**src/matrix_pkg.sv**
```systemverilog
package matrix_pkg;

    // Panel geometry
    localparam int PANEL_COLUMNS   = 64;
    localparam int PANEL_ROW_PAIRS = 16; // Row r and r+16 lit together
    localparam int BIT_PLANES      = 6;

    // Serial line, clk_root cycles per bit
    localparam int UART_TICKS_PER_BIT = 65;

    // Scan timing in clk_root cycles
    localparam int PIXEL_PERIOD = 8;
    localparam int OE_UNIT      = 16; // Plane p lit for OE_UNIT << p

    typedef logic [15:0] pixel_t;      // RGB565, red on top
    typedef logic [7:0]  byte_t;
    typedef logic [11:0] byte_addr_t;  // Even byte is the high half
    typedef logic [10:0] pixel_addr_t; // row * 64 + column
    typedef logic [5:0]  column_t;
    typedef logic [3:0]  row_t;
    typedef logic [2:0]  rgb_t;        // Red bit 0, green bit 1, blue bit 2
    typedef logic [5:0]  plane_mask_t;

endpackage

```
**src/matrix_scan.sv**
```systemverilog
`timescale 1ns/1ps

module matrix_scan (
    input  logic                    clk_root,
    input  logic                    reset,
    output matrix_pkg::column_t     column_address,
    output matrix_pkg::row_t        row_address,
    output logic                    pixel_load_start,
    output logic                    clk_pixel,
    output logic                    row_latch,
    output logic                    output_enable,
    output matrix_pkg::row_t        row_address_active,
    output matrix_pkg::plane_mask_t plane_mask
);

    typedef enum logic [1:0] {
        SCAN_SHIFT,
        SCAN_LATCH,
        SCAN_DISPLAY
    } scan_state_e;

    scan_state_e state;
    logic [2:0]  phase;       // Cycle within a column
    logic [2:0]  plane;
    logic [9:0]  wait_count;  // Latch and display timer
    logic [9:0]  display_last;
    logic        last_phase;
    logic        last_column;
    logic        last_plane;

    assign last_phase   = phase == 3'(matrix_pkg::PIXEL_PERIOD - 1);
    assign last_column  = column_address == matrix_pkg::column_t'(matrix_pkg::PANEL_COLUMNS - 1);
    assign last_plane   = plane == 3'(matrix_pkg::BIT_PLANES - 1);
    assign display_last = 10'((matrix_pkg::OE_UNIT << plane) - 1); // Binary weighted

    assign plane_mask = matrix_pkg::plane_mask_t'(1) << plane;

    always_ff @(posedge clk_root) begin
        if (reset) begin
            state          <= SCAN_SHIFT;
            phase          <= '0;
            column_address <= '0;
            plane          <= '0;
            row_address    <= '0;
            wait_count     <= '0;
        end else begin
            case (state)
                SCAN_SHIFT: begin
                    phase <= phase + 3'd1;
                    if (last_phase) begin
                        phase          <= '0;
                        column_address <= column_address + 6'd1; // Wraps after 63
                        if (last_column) begin
                            wait_count <= '0;
                            state      <= SCAN_LATCH;
                        end
                    end
                end
                SCAN_LATCH: begin
                    wait_count <= wait_count + 10'd1;
                    if (wait_count == 10'd1) begin
                        wait_count <= '0;
                        state      <= SCAN_DISPLAY;
                    end
                end
                SCAN_DISPLAY: begin
                    wait_count <= wait_count + 10'd1;
                    if (wait_count == display_last) begin
                        state <= SCAN_SHIFT;
                        if (last_plane) begin
                            plane <= '0;
                            if (row_address == matrix_pkg::row_t'(matrix_pkg::PANEL_ROW_PAIRS - 1))
                            begin
                                row_address <= '0;
                            end else begin
                                row_address <= row_address + 4'd1;
                            end
                        end else begin
                            plane <= plane + 3'd1;
                        end
                    end
                end
                default: state <= SCAN_SHIFT;
            endcase
        end
    end

    // Panel strobes trail the counters by one cycle
    always_ff @(posedge clk_root) begin
        if (reset) begin
            pixel_load_start   <= 1'b0;
            clk_pixel          <= 1'b0;
            row_latch          <= 1'b0;
            output_enable      <= 1'b0;
            row_address_active <= '0;
        end else begin
            pixel_load_start <= state == SCAN_SHIFT && phase == 3'd0;
            clk_pixel        <= state == SCAN_SHIFT && phase >= 3'(matrix_pkg::PIXEL_PERIOD - 2);
            row_latch        <= state == SCAN_LATCH;
            output_enable    <= state == SCAN_DISPLAY;
            if (state == SCAN_LATCH) begin
                row_address_active <= row_address; // Settled before OE rises
            end
        end
    end

endmodule

```
**config.mk**
```make
export PLATFORM = sky130hd
export DESIGN_NAME = matrix_scan
export DESIGN_NICKNAME = d
export VERILOG_FILES = /design/src/matrix_pkg.sv /design/src/matrix_scan.sv
export SDC_FILE = /design/constraint.sdc
export NUM_CORES = 1
export LEC_CHECK = 0
export ABC_CLOCK_PERIOD_IN_PS = 6650
export BUFFER_PORTS_ARGS = -buffer_cell sky130_fd_sc_hd__buf_2
export CORE_ASPECT_RATIO = 1.25
export CORE_UTILIZATION = 61
export DETAILED_ROUTE_END_ITERATION = 8
export PLACE_DENSITY = 0.8
export SYNTH_ARGS = -nofsm -noshare
export SYNTH_HDL_FRONTEND = slang
export SYNTH_SLANG_ARGS = --single-unit
```
**constraint.sdc**
```tcl
create_clock -name clk_root -period 6.65 [get_ports clk_root]
set_clock_uncertainty 0.15 [all_clocks]
set_input_delay 1.33 -clock clk_root [delete_from_list [all_inputs] [get_ports clk_root]]
set_output_delay 1.33 -clock clk_root [all_outputs]
set_load 0.005 [all_outputs]
```
### Word level (Yosys, flattened, before mapping)

Index checks and enable logic that the tools add are counted.
Widths: inputs -> output; s select.

| storage, ports and cells | value |
|---|---|
| register bits | 36 |
| memories | 0 |
| input bits | 2 |
| word-level logic and storage cells | 54 |
| output and inout port bits | 24 |
| latch bits | 0 |
| ROM bits | 0 |
| RAM bits | 0 |

| operators by class | value |
|---|---|
| $add $sub $neg | 6 |
| div/mod/pow operators | 0 |
| magnitude comparators | 1 |
| bitwise gates (word level) | 0 |
| eq/ne operators | 12 |
| shift operators | 2 |
| reduce and logical (&&, ||, !) cells | 10 |
| muxes and demuxes | 12 |
| multiply operators | 0 |

Operator list:

| cell | count |
|---|---|
| $mux 10 | 3 |
| $pmux 10 s3 | 1 |
| $add 10x1->10 const B | 1 |
| $eq 10x1->1 const B | 1 |
| $eq 10x10->1 | 1 |
| $shl 5x3->10 const A | 1 |
| $sub 10x2->10 const B | 1 |
| $mux 2 | 4 |
| $ne 2x2->1 const B | 4 |
| $add 3x1->3 const B | 2 |
| $add 6x1->6 const B | 1 |
| $eq 3x3->1 const B | 2 |
| $eq 6x6->1 const B | 1 |
| $mux 3 | 2 |
| $pmux 2 s3 | 1 |
| $reduce_and 3->1 | 2 |
| $shl 1x3->6 const A | 1 |
| $add 4x1->4 const B | 1 |
| $eq 4x4->1 const B | 1 |
| $mux 4 | 1 |
| $reduce_and 2->1 | 2 |
| $reduce_and 4->1 | 1 |
| $ge 3x3->1 const B | 1 |
| $logic_not 3->1 | 1 |
| other kinds (5) | 6 |

### Longest topological paths before layout

Gate-level depths: netlist of the first run.

| depth | value |
|---|---|
| depth in word-level cells | 5 |
| depth in mapped cells | 11 |
| gate-level depth less buffers | 9 |

### Worst setup path before layout of the first run

No wires, ideal clock.

| timing | value |
|---|---|
| path type | register -> register |
| start | register plane[0] |
| end | register plane[0] |
| slack | 3634 ps |
| stages on the path, launching flop included | 10 |
| period minus slack after synthesis | 3016 ps |
| setup time | 71 ps |
| arrival time | 2796 ps |
| required time | 6429 ps |
| buffers on the path | 2 |
| cell sequence | dfxtp_1 clkbuf_1 or3_1 ha_1 xnor2_1 or4_1 or3_1 buf_6 or4_1 a21oi_1 |

| between the ends | value |
|---|---|
| word-level cells in the longest chain between the ends | 4 |
| elaborated cells between the ends (all ways) | 7 |
| those cells by class | add/sub (2); eq/ne (2); shift (1); mux (1); reduce/logical (1) |

RTL lines:

| element | line | RTL |
|---|---|---|
| start, declared | matrix_scan.sv:24 | `logic [2:0] plane;` |
| start signal, assigned | matrix_scan.sv:79 | `plane <= plane + 3'd1;` |
| $shl 5x3->10 | matrix_scan.sv:34 | `assign display_last = 10'((matrix_pkg::OE_UNIT << plane) - 1);` |
| $sub 10x2->10 | matrix_scan.sv:34 |  |
| $eq 10x10->1 | matrix_scan.sv:68 | `if (wait_count == display_last) begin` |
| $reduce_and 2->1 (no line) | n/a |  |

Parallel ways exist; a longest one is shown, timed or not.
A chain may end at the register's enable or synchronous reset.

### Worst setup path in the final report of the first run

| timing | value |
|---|---|
| start | register plane[2] |
| end | output port plane_mask[5] |

| between the ends | value |
|---|---|
| word-level cells in the longest chain between the ends | 1 |

RTL lines:

| element | line | RTL |
|---|---|---|
| $shl 1x3->6 | matrix_scan.sv:36 | `assign plane_mask = matrix_pkg::plane_mask_t'(1) << plane;` |
| end, declared | matrix_scan.sv:13 | `output matrix_pkg::plane_mask_t plane_mask` |

Every way passes these cells.

==> results of run 1 <==
-- cell usage in the layout, fill, tap and decap left out, drive strengths merged, types with 2 or more instances in the layout --
cell type,netlist,routed
nand2,10,10
o21ai,14,14
a21o,2,2
a21oi,11,11
o31ai,9,9
bufinv,0,3
and2,5,5
mux2i,6,6
a31oi,4,4
buf,2,25
nor4b,2,2
or4,2,2
a211oi,2,2
and3,2,2
inv,12,12
nor2,32,32
and4b,2,2
nand2b,5,5
clkbuf,13,5
ha,13,13
o41ai,3,3
dfxtp,36,36
nor3,6,6
nor2b,3,3
nand4,6,6
xor2,5,5
or2,3,3
nand3,13,13
or3,3,3
xnor2,6,6
-- power groups by stage --
stage	clock, mW	combinational (mW)	sequential, mW
6_report	0.267	0.0675	0.234
5_1_grt	0.278	0.0772	0.235
4_1_cts	0.270	0.0682	0.234
3_5_place_dp	0	0.0658	0.239
3_3_place_gp	0	0.0645	0.238
2_1_floorplan	0	0.0525	0.237
-- worst paths after layout --
| kind | endpoint | cells past startpoint |
|---|---|---|
| setup / recovery | plane_mask[5] | 3 |
| hold / removal | pixel_load_start | 1 |
| setup reg to reg | plane[1] | 8 |
| hold reg to reg | pixel_load_start | 1 |
-- layer usage --
layer | track usage | vias up | share of wire
met4 | 0.0888 | 0 | 0.0095
met5 | 0 | - | 0
met3 | 0.0598 | 4 | 0.035
met1 | 0.299 | 837 | 0.44
li1 | - | 912 | -
met2 | 0.442 | 36 | 0.52
-- per-stage QoR --
step	worst slack [ns]	total power, mW	instances	util	area, sq um
2_1_floorplan	3.63	0.290	247	-	2020
3_3_place_gp	3.53	0.303	294	0.667	2130
3_5_place_dp	3.43	0.304	294	0.667	2130
4_1_cts	3.39	0.572	302	0.716	2290
5_1_grt	3.21	0.591	302	0.716	2290
6_report	3.40	0.568	302	0.716	2290
-- cell families after synthesis --
kind of cell	share of synthesized area
flops	0.356
simple gates	0.265
fa+ha+maj	0.0804
buf+inv	0.0538
mux	0.0297
xor+xnor	0.0476
compound gates	0.167
-- cells in the mapped netlist (6+ instances only) --
cell,number,area [sq um]
dfxtp_1,36,721
nor2_1,32,120
o21ai_0,14,70.1
clkbuf_1,13,48.8
ha_1,13,163
nand3_1,13,65.1
inv_1,12,45.0
a21oi_1,11,55.1
nand2_1,10,37.5
o31ai_1,9,67.6
mux2i_1,6,60.1
nand4_1,6,37.5
nor3_1,6,30.0
xnor2_1,6,52.6
-- registers in the layout, indices dropped and copies added, names as in the netlist --
name	flops
plane	3
column_address	6
row_latch	1
row_address	4
phase	3
state	2
row_address_active	4
wait_count	10
output_enable	1
clk_pixel	1
pixel_load_start	1
-- layout make-up --
class                           instances  area share
Multi-Input combinational cell        184       0.521
Clock buffer                            5      0.0301
Timing Repair Buffer                   25      0.0547
Clock inverter                          3      0.0394
Sequential cell                        36       0.315
Inverter                               12      0.0197
Tap cell                               37      0.0202
==> flow_metrics.py, run 1 <==
metrics = {
    "outcome": {
        "status": "finished clean",
    },
    "synthesis": {
        "yosys_warnings": 0,
        "syn_avg_cell_area_sq_um": 8.19,
        "synth_cell_types": 46,
        "synth-seq-area-share": 0.356,
        "synth_cells": 247,
        "synth_edf_count": 0,
        "synth_area_sq_mm": 0.00202,
        "synth.net_count": 262,
        "ys_ff_latch": 36,
        "synth_top_flop_cell": "dfxtp_1",
        "async_reset_ff_frac": 0,
    },
    "global_routing": {
        "antenna_found_initial": 0,
        "grt-ovfl-total": 0,
        "grt_max_degree": 28,
        "grt_pass1_vias": 1571,
        "grt_usage": 0.256,
        "grt_pass1_wl_mm": 6.69,
    },
    "clock_tree": {
        "cts_resized": 0,
        "cts_post_setup_buffers_inserted": 0,
        "cts_hold_buf": 0,
        "numClockSinks": 36,
        "clk_latency_ns": 0.29,
        "cts_root_buf": "clkbuf_8",
        "cts_buffer_depth": 2,
        "ctsHtreeMaxLevel": 2,
        "cts-buffers-inserted": 5,
        "clk_pin_slew_ns": 0.07,
        "cts_tree": "yes",
    },
    "route": {
        "antenna_left": 0,
        "drcViolationCount": 0,
        "totalWireLength_mm": 4.19,
        "vias": 1789,
        "first_pass_iters": 4,
        "viasPerCell": 5.92,
        "drtIter0Drc": 53,
        "wl_per_cell_um": 13.9,
    },
    "finish": {
        "final_net_count": 279,
        "antenna_cells": 0,
        "drive_gt1_frac": 0.140,
        "final.fill_count": 263,
        "areaGrowthSynthToFinish_pct": 13.2,
        "multi_input_area_sq_mm": 0.00119,
        "final-seq-area_sq_um": 721,
    },
    "die": {
        "start_util": 0.633,
        "num_rows": 23,
        "io_pins": 26,
        "die_w_um": 53.5,
        "die_area_sq_mm": 0.00355,
        "coreArea_sq_mm": 0.00319,
        "die_y_um": 66.4,
    },
    "placement": {
        "io_buffers": 25,
        "post-dp-hpwl_mm": 2.94,
        "place_congestion": 0.761,
    },
    "power_and_ir_drop": {
        "powerDensity_mw_per_mm2": 248,
        "leakagePower_nw": 0.941,
        "intPower_mw": 0.442,
        "power_frac_clock": 0.470,
        "ir_drop_mv": 0.208,
        "p_comb_frac": 0.119,
        "power_switching_mw": 0.126,
        "netSwitchingFraction": 0.222,
        "p_seq_frac": 0.412,
    },
    "worst_setup_path": {
        "critPathTopFamily": "simple AND/OR/NAND/NOR gates",
        "startpoint": "plane[2]",
        "worstSetupEndpointType": "output port",
        "arrival_ns": 1.77,
        "required_ns": 5.17,
        "slowest_delay_ns": 0.57,
        "critPathBufInv": 2,
        "critPathMaxFanout": 14,
        "r2r_slack_ns": 3.42,
        "worstSetupStartpointType": "flop",
        "crit_path_cell_trace": "inv_1 > nor3b_1 > buf_2",
        "critPathKind": "flop to output port",
        "r2r-start": "plane[1]",
        "cpMaxStageDelayCell": "nor3b_1",
    },
    "timing": {
        "setup_viol": 0,
        "fin_setup_tns_ns": 0,
        "finalCritPeriodShare": 0.489,
        "min_period_ns": 3.25,
        "clock.fmax_mhz": 308,
        "slew_viol_final": 0,
        "hold_viol": 0,
        "holdWs_ns": 0.332,
        "rsz0062_at_grt": "false",
        "tightestPinTransition_ns": 0.657,
        "slew-limit-headroom": 0.560,
    },
    "job": {
        "cap_violations": 0,
    },
    "worst_hold_path": {
        "hold_start": "phase[2]",
        "hold_path.class": "flop to flop",
    },
}
No activity file was read; power rests on OpenSTA's default activity.
==> inputs of run 2 (changes only) <==
--- a/config.mk
+++ b/config.mk
@@ -5,12 +5,13 @@
 export SDC_FILE = /design/constraint.sdc
 export NUM_CORES = 1
 export LEC_CHECK = 0
-export ABC_CLOCK_PERIOD_IN_PS = 6650
+export ABC_AREA = 1
+export ABC_CLOCK_PERIOD_IN_PS = 3100
 export BUFFER_PORTS_ARGS = -buffer_cell sky130_fd_sc_hd__buf_2
 export CORE_ASPECT_RATIO = 1.25
-export CORE_UTILIZATION = 61
+export CORE_UTILIZATION = 57
 export DETAILED_ROUTE_END_ITERATION = 8
-export PLACE_DENSITY = 0.8
+export PLACE_DENSITY = 0.76
 export SYNTH_ARGS = -nofsm -noshare
 export SYNTH_HDL_FRONTEND = slang
 export SYNTH_SLANG_ARGS = --single-unit
==> constraint.sdc (replaced) <==
create_clock -name clk_root -period 3.1 [get_ports clk_root]
set_clock_uncertainty 0.15 [all_clocks]
set_input_delay 0.62 -clock clk_root [delete_from_list [all_inputs] [get_ports clk_root]]
set_output_delay 0.62 -clock clk_root [all_outputs]
set_load 0.005 [all_outputs]
==> run 2 against run 1 <==
Effect of this change: sequential share of layout area is 0.74 points lower; sequential power is 100% higher; die area is 9.8% higher; setup slack worse by 2.7 ns; combinational power is 66% lower; critical path type is now flop to flop.
==> flow_metrics.py, run 2 <==
metrics = {
    "outcome": {
        "status": "finished clean",
    },
    "die": {
        "num_rows": 24,
        "start_util": 0.597,
        "coreArea_sq_mm": 0.00348,
        "die_area_sq_mm": 0.00390,
        "io_pins": 26,
        "die_w_um": 56.0,
        "die_y_um": 69.6,
    },
    "power_and_ir_drop": {
        "powerDensity_mw_per_mm2": 359,
        "ir_drop_mv": 0.319,
        "total_power_mw": 0.841,
        "leakagePower_nw": 1.10,
    },
    "finish": {
        "final-seq-area_sq_um": 721,
        "top_regs": "wait_count x10, column_address x6",
        "final_net_count": 344,
        "final.fill_count": 309,
        "antenna_cells": 0,
        "regMostFlops": "wait_count",
        "multi_input_area_sq_mm": 0.00118,
        "drive_gt1_frac": 0.212,
        "areaGrowthSynthToFinish_pct": 12.6,
        "mostFrequentLayoutCells": "nand2_1, nor2_1, dfxtp_1",
        "layout_commonest_cell": "nand2_1",
        "largest_reg_flops": 10,
    },
    "worst_setup_path": {
        "worstSetupStartpointType": "flop",
        "r2r_cells": 14,
        "crit_end": "row_address[1]",
        "crit_top_cell": "nand2_1",
        "critPathMaxFanout": 5,
        "r2r-start": "plane[0]",
        "r2r-end": "row_address[1]",
        "slowest_delay_ns": 0.45,
        "worstSetupEndpointType": "flop",
        "cpMaxStageDelayCell": "dfxtp_1",
        "arrival_ns": 2.38,
        "required_ns": 3.12,
        "crit_path_cell_trace": "inv_2 > nor3_1 > inv_1 > ha_1 > xor2_1 > nand2_1 > nor2_1 > nand2_1 > clkinv_1 > nand2_2 > nor2_4 > nand3_2 > nand2_1 > a21oi_1",
        "startpoint": "plane[0]",
        "critPathKind": "flop to flop",
        "r2r_slack_ns": 0.74,
    },
    "timing": {
        "slew-limit-headroom": 0.651,
        "fin_setup_tns_ns": 0,
        "finalCritPeriodShare": 0.763,
        "setup_viol": 0,
        "slew_viol_final": 0,
        "rsz0062_at_grt": "false",
        "clock.fmax_mhz": 423,
        "holdWs_ns": 0.320,
        "tightestPinTransition_ns": 0.521,
        "hold_viol": 0,
        "min_period_ns": 2.36,
    },
    "synthesis": {
        "synth_cells": 299,
        "post-synth-top-area-cell": "dfxtp_1",
        "synth_cell_types": 30,
        "ys_ff_latch": 36,
        "async_reset_ff_frac": 0,
        "synth_area_sq_mm": 0.00208,
        "synthTopCellsByCount": "nand2_1, dfxtp_1, nor2_1",
        "synth.net_count": 314,
        "syn_avg_cell_area_sq_um": 6.96,
        "synth_edf_count": 0,
        "synth-seq-area-share": 0.346,
        "synth_area_leaders": "dfxtp_1, nand2_1, ha_1",
        "synth_top_area_frac": 0.346,
        "synth_top_flop_cell": "dfxtp_1",
        "yosys_warnings": 0,
        "yosysMostFrequentCell": "nand2_1",
    },
    "route": {
        "drtIter0Drc": 75,
        "first_pass_iters": 4,
        "viasPerCell": 5.16,
        "wl_per_cell_um": 11.3,
        "drcViolationCount": 0,
        "antenna_left": 0,
        "totalWireLength_mm": 4.16,
        "vias": 1905,
    },
    "clock_tree": {
        "cts_root_buf": "clkbuf_8",
        "cts_tree": "yes",
        "cts_buffer_depth": 2,
        "cts-buffers-inserted": 5,
        "ctsHtreeMaxLevel": 2,
        "clk_latency_ns": 0.28,
        "cts_post_setup_buffers_inserted": 0,
        "cts_hold_buf": 0,
        "numClockSinks": 36,
        "cts_resized": 0,
        "clk_pin_slew_ns": 0.07,
    },
    "placement": {
        "io_buffers": 25,
        "post-dp-hpwl_mm": 3.15,
        "place_congestion": 0.901,
    },
    "global_routing": {
        "grt_pass1_wl_mm": 7.09,
        "grt_pass1_vias": 1798,
        "grt_usage": 0.229,
        "grt-ovfl-total": 0,
        "antenna_found_initial": 0,
        "grt_max_degree": 19,
    },
    "job": {
        "cap_violations": 0,
    },
    "worst_hold_path": {
        "hold_path.class": "flop to flop",
    },
}
[run 2: cell types whose count changed after synthesis, sizes merged, moves of 6 or more]
cell	change
clkbuf	-12
mux2i	-6
xnor2	-6
inv	+29
nand2	+70
o31ai	-8
nor2	+10
[run 2: routing by layer]
metal / routed length [um] / share of wire / track usage / vias to the layer above
met5: 0 / 0 / 0 / -
li1: - / - / - / 1009
met3: 104 / 0.025 / 0.0709 / 2
met4: 25 / 0.0060 / 0.117 / 0
met1: 1880 / 0.45 / 0.248 / 865
met2: 2160 / 0.52 / 0.396 / 29
[run 2: critical path: cells and delay by family, from the launching register on]
family | cells | cell delay (ns)
adder cells (fa/ha/maj) | 1 | 0.30
AND/OR/NAND/NOR | 8 | 0.89
flip-flops | 1 | 0.45
buffers and inverters | 3 | 0.24
AO/OA/AOI/OAI | 1 | 0.06
XOR/XNOR | 1 | 0.15
[run 2: cell families after synthesis]
| logic type | synth area share |
|---|---|
| simple gates | 0.364 |
| buf+inv | 0.0872 |
| flops | 0.346 |
| compound gates | 0.0944 |
| fa+ha+maj | 0.0782 |
| xor+xnor | 0.0295 |
[run 2: worst min path at each step]
stage	to	from	depth (start not counted)
floorplan	pixel_load_start	phase[2]	1
finish	pixel_load_start	phase[2]	1
global placement	pixel_load_start	phase[2]	1
global route	pixel_load_start	phase[2]	1
detailed placement	pixel_load_start	phase[2]	1
CTS	pixel_load_start	phase[2]	1
[run 2: final cells by class]
type / count / area share
clock inverters: 1 / 0.00320
multi-input cells: 216 / 0.503
repair buffers: 27 / 0.0598
inverters: 43 / 0.0689
clock buffers: 7 / 0.0368
well taps: 39 / 0.0208
flip-flops and latches: 36 / 0.308
[run 2: power breakdown]
part	switching [mW]	leakage (nW)	internal, mW
clock	0.167	0.0445	0.181
sequential	0.00324	0.291	0.467
combinational	0.0147	0.765	0.00815
[run 2: through the flow]
stage	area (sq um)	utilization	worst slack, ns	cells
global route	2340	0.673	0.530	369
floorplan	2080	-	0.973	299
CTS	2340	0.673	0.763	369
finish	2340	0.673	0.736	369
global placement	2250	0.646	0.904	361
detailed placement	2250	0.646	0.784	361
==> inputs of run 3 (changes only) <==
--- a/config.mk
+++ b/config.mk
@@ -6,12 +6,12 @@
 export NUM_CORES = 1
 export LEC_CHECK = 0
 export ABC_AREA = 1
-export ABC_CLOCK_PERIOD_IN_PS = 3100
+export ABC_CLOCK_PERIOD_IN_PS = 1950
 export BUFFER_PORTS_ARGS = -buffer_cell sky130_fd_sc_hd__buf_2
 export CORE_ASPECT_RATIO = 1.25
-export CORE_UTILIZATION = 57
+export CORE_UTILIZATION = 52
 export DETAILED_ROUTE_END_ITERATION = 8
-export PLACE_DENSITY = 0.76
+export PLACE_DENSITY = 0.73
 export SYNTH_ARGS = -nofsm -noshare
 export SYNTH_HDL_FRONTEND = slang
 export SYNTH_SLANG_ARGS = --single-unit
==> constraint.sdc (replaced) <==
create_clock -name clk_root -period 1.95 [get_ports clk_root]
set_clock_uncertainty 0.15 [all_clocks]
set_input_delay 0.39 -clock clk_root [delete_from_list [all_inputs] [get_ports clk_root]]
set_output_delay 0.39 -clock clk_root [all_outputs]
set_load 0.005 [all_outputs]
==> run 3 against run 2 <==
Effect of this change: the run now ends with negative setup slack left; clock power is 100% higher; sequential power grew 58%; core utilization grew 2.5 points; die area is 9.3% higher; final area is 14% higher; wire length increased by 17%; final cell count increased by 10%; total power increased by 78%; flip-flop and latch count stayed put; maximum frequency is 9.7% higher; global-route usage increased by 1.7 points; critical endpoint is now state[1]; largest power group unchanged.
==> flow_metrics.py, run 3 (synthesis gave the netlist of run 2 again) <==
metrics = {
    "finish": {
        "top_regs": "wait_count x10, column_address x6",
        "drive_gt1_frac": 0.334,
        "multi_input_area_sq_mm": 0.00125,
        "largest_reg_flops": 10,
        "final-seq-area_sq_um": 732,
        "antenna_cells": 0,
        "final_net_count": 367,
        "regMostFlops": "wait_count",
        "areaGrowthSynthToFinish_pct": 27.9,
        "final_area_sq_mm": 0.00266,
        "mostFrequentLayoutCells": "nand2_1, nor2_1, inv_1, dfxtp_1, buf_2",
        "fin_cells": 407,
        "layout_commonest_cell": "nand2_1",
        "final.fill_count": 357,
    },
    "power_and_ir_drop": {
        "total_power_mw": 1.50,
        "netSwitchingFraction": 0.193,
        "intPower_mw": 1.21,
        "power_frac_clock": 0.473,
        "leakagePower_nw": 1.23,
        "power_switching_mw": 0.290,
        "ir_drop_mv": 0.522,
        "powerDensity_mw_per_mm2": 563,
        "p_seq_frac": 0.498,
        "p_comb_frac": 0.029,
    },
    "placement": {
        "dp_cells": 395,
        "placed_area_sq_mm": 0.00243,
        "place_congestion": 0.876,
        "io_buffers": 25,
        "post-dp-hpwl_mm": 3.46,
    },
    "route": {
        "totalWireLength_mm": 4.85,
        "wl_per_cell_um": 11.9,
        "drtIter0Drc": 85,
        "viasPerCell": 4.97,
        "antenna_left": 0,
        "vias": 2024,
        "drcViolationCount": 0,
        "first_pass_iters": 4,
    },
    "timing": {
        "tightestPinTransition_ns": 0.356,
        "hold_viol": 0,
        "min_period_ns": 2.15,
        "setup_viol": 9,
        "slew_viol_final": 0,
        "slew-limit-headroom": 0.761,
        "clock.fmax_mhz": 464,
        "timing.final.ws_setup_ns": -0.205,
        "finalCritPeriodShare": 1.10,
        "fin_setup_tns_ns": -1.53,
        "holdWs_ns": 0.318,
        "rsz0062_at_grt": "true",
    },
    "worst_setup_path": {
        "r2r-end": "state[1]",
        "cp.depth": 15,
        "crit_path_cell_trace": "inv_4 > nor3_4 > inv_2 > ha_4 > xor2_1 > nand2_1 > nor2_1 > nand2_1 > nor2_1 > nand2_1 > nand2_2 > nand3_2 > nand2_1 > inv_1 > nor2_2",
        "cpMaxStageDelayCell": "dfxtp_4",
        "required_ns": 2.03,
        "critPathKind": "flop to flop",
        "slowest_delay_ns": 0.38,
        "arrival_ns": 2.24,
        "critPathTopFamily": "simple AND/OR/NAND/NOR gates",
        "r2r-start": "plane[0]",
        "r2r_slack_ns": -0.20,
        "worstSetupStartpointType": "flop",
        "critPathMaxFanout": 4,
        "critPathBufInv": 3,
        "crit_top_cell": "nand2_1",
        "crit_end": "state[1]",
        "startpoint": "plane[0]",
        "r2r_cells": 15,
        "worstSetupEndpointType": "flop",
    },
    "clock_tree": {
        "clk_latency_ns": 0.29,
        "numClockSinks": 36,
        "cts_tree": "yes",
        "cts-buffers-inserted": 5,
        "ctsHtreeMaxLevel": 2,
        "cts_buffer_depth": 2,
        "clk_pin_slew_ns": 0.07,
        "cts_root_buf": "clkbuf_8",
    },
    "outcome": {
        "failed_checks": "negative setup slack",
        "status": "finished with violations",
    },
    "die": {
        "io_pins": 26,
        "num_rows": 25,
        "die_w_um": 58.6,
        "start_util": 0.545,
        "coreArea_sq_mm": 0.00382,
        "die_y_um": 72.7,
        "die_area_sq_mm": 0.00426,
    },
    "job": {
        "cap_violations": 0,
    },
    "worst_hold_path": {
        "hold_start": "phase[2]",
        "hold_path.class": "flop to flop",
    },
    "global_routing": {
        "grt_usage": 0.246,
        "grt-ovfl-total": 0,
        "grt_max_degree": 19,
        "grt_pass1_vias": 1890,
        "grt_pass1_wl_mm": 7.90,
        "antenna_found_initial": 0,
    },
}
-- run 3: cell types whose count changed in the layout (fill, tap and decap cells not counted), moves of 5 or more --
cell / previous run / this run
buf_4: 2 / 24
nand2_1: 66 / 59
nand2_2: 14 / 21
dfxtp_1: 36 / 31
-- run 3: metrics by stage --
stage	util	worst slack, ns
floorplan	-	-0.0516
global placement	0.636	-0.0924
detailed placement	0.636	-0.133
CTS	0.679	-0.146
global route	0.697	-0.319
finish	0.697	-0.205
-- run 3: power groups by stage --
stage          clock (mW)  sequential [mW]  combinational [mW]
6_report            0.709            0.746              0.0439
5_1_grt             0.758            0.746              0.0522
4_1_cts             0.723            0.745              0.0407
3_5_place_dp            0            0.764              0.0400
3_3_place_gp            0            0.763              0.0384
2_1_floorplan           0            0.763              0.0250
-- run 3: how the worst min path moves through the flow --
stage | to | depth (start not counted)
6_report | pixel_load_start | 1
5_1_grt | pixel_load_start | 1
4_1_cts | pixel_load_start | 1
3_5_place_dp | pixel_load_start | 1
3_3_place_gp | pixel_load_start | 1
2_1_floorplan | pixel_load_start | 1
-- run 3: worst register-to-register path, stage by stage (launching register included) --
cell and delay, ns:
dfxtp_4 0.38, inv_4 0.04, nor3_4 0.19, inv_2 0.07, ha_4 0.27, xor2_1 0.16, nand2_1 0.09, nor2_1 0.10
nand2_1 0.08, nor2_1 0.11, nand2_1 0.08, nand2_2 0.10, nand3_2 0.08, nand2_1 0.07, inv_1 0.04, nor2_2 0.08
-- run 3: final cells by class --
| type | instances | area share |
|---|---|---|
| Clock buffer | 7 | 0.0362 |
| Clock inverter | 1 | 0.0113 |
| Inverter | 43 | 0.0616 |
| Multi-Input combinational cell | 216 | 0.472 |
| Sequential cell | 36 | 0.275 |
| Tap cell | 54 | 0.0254 |
| Timing Repair Buffer | 50 | 0.119 |
-- run 3: what timing repair did --
item	4_1_cts	5_1_grt
gates resized for setup	9	16
setup buffers	1	3
hold buffers	0	0
pin swaps	11	18
endpoints found under the setup margin	9	18
-- run 3: routing by layer --
metal	up-vias	global-route usage	part of all wire
met1	911	0.252	0.41
met3	15	0.0567	0.027
met4	0	0.103	0.031
met5	-	0	0
li1	1056	-	-
met2	42	0.467	0.53
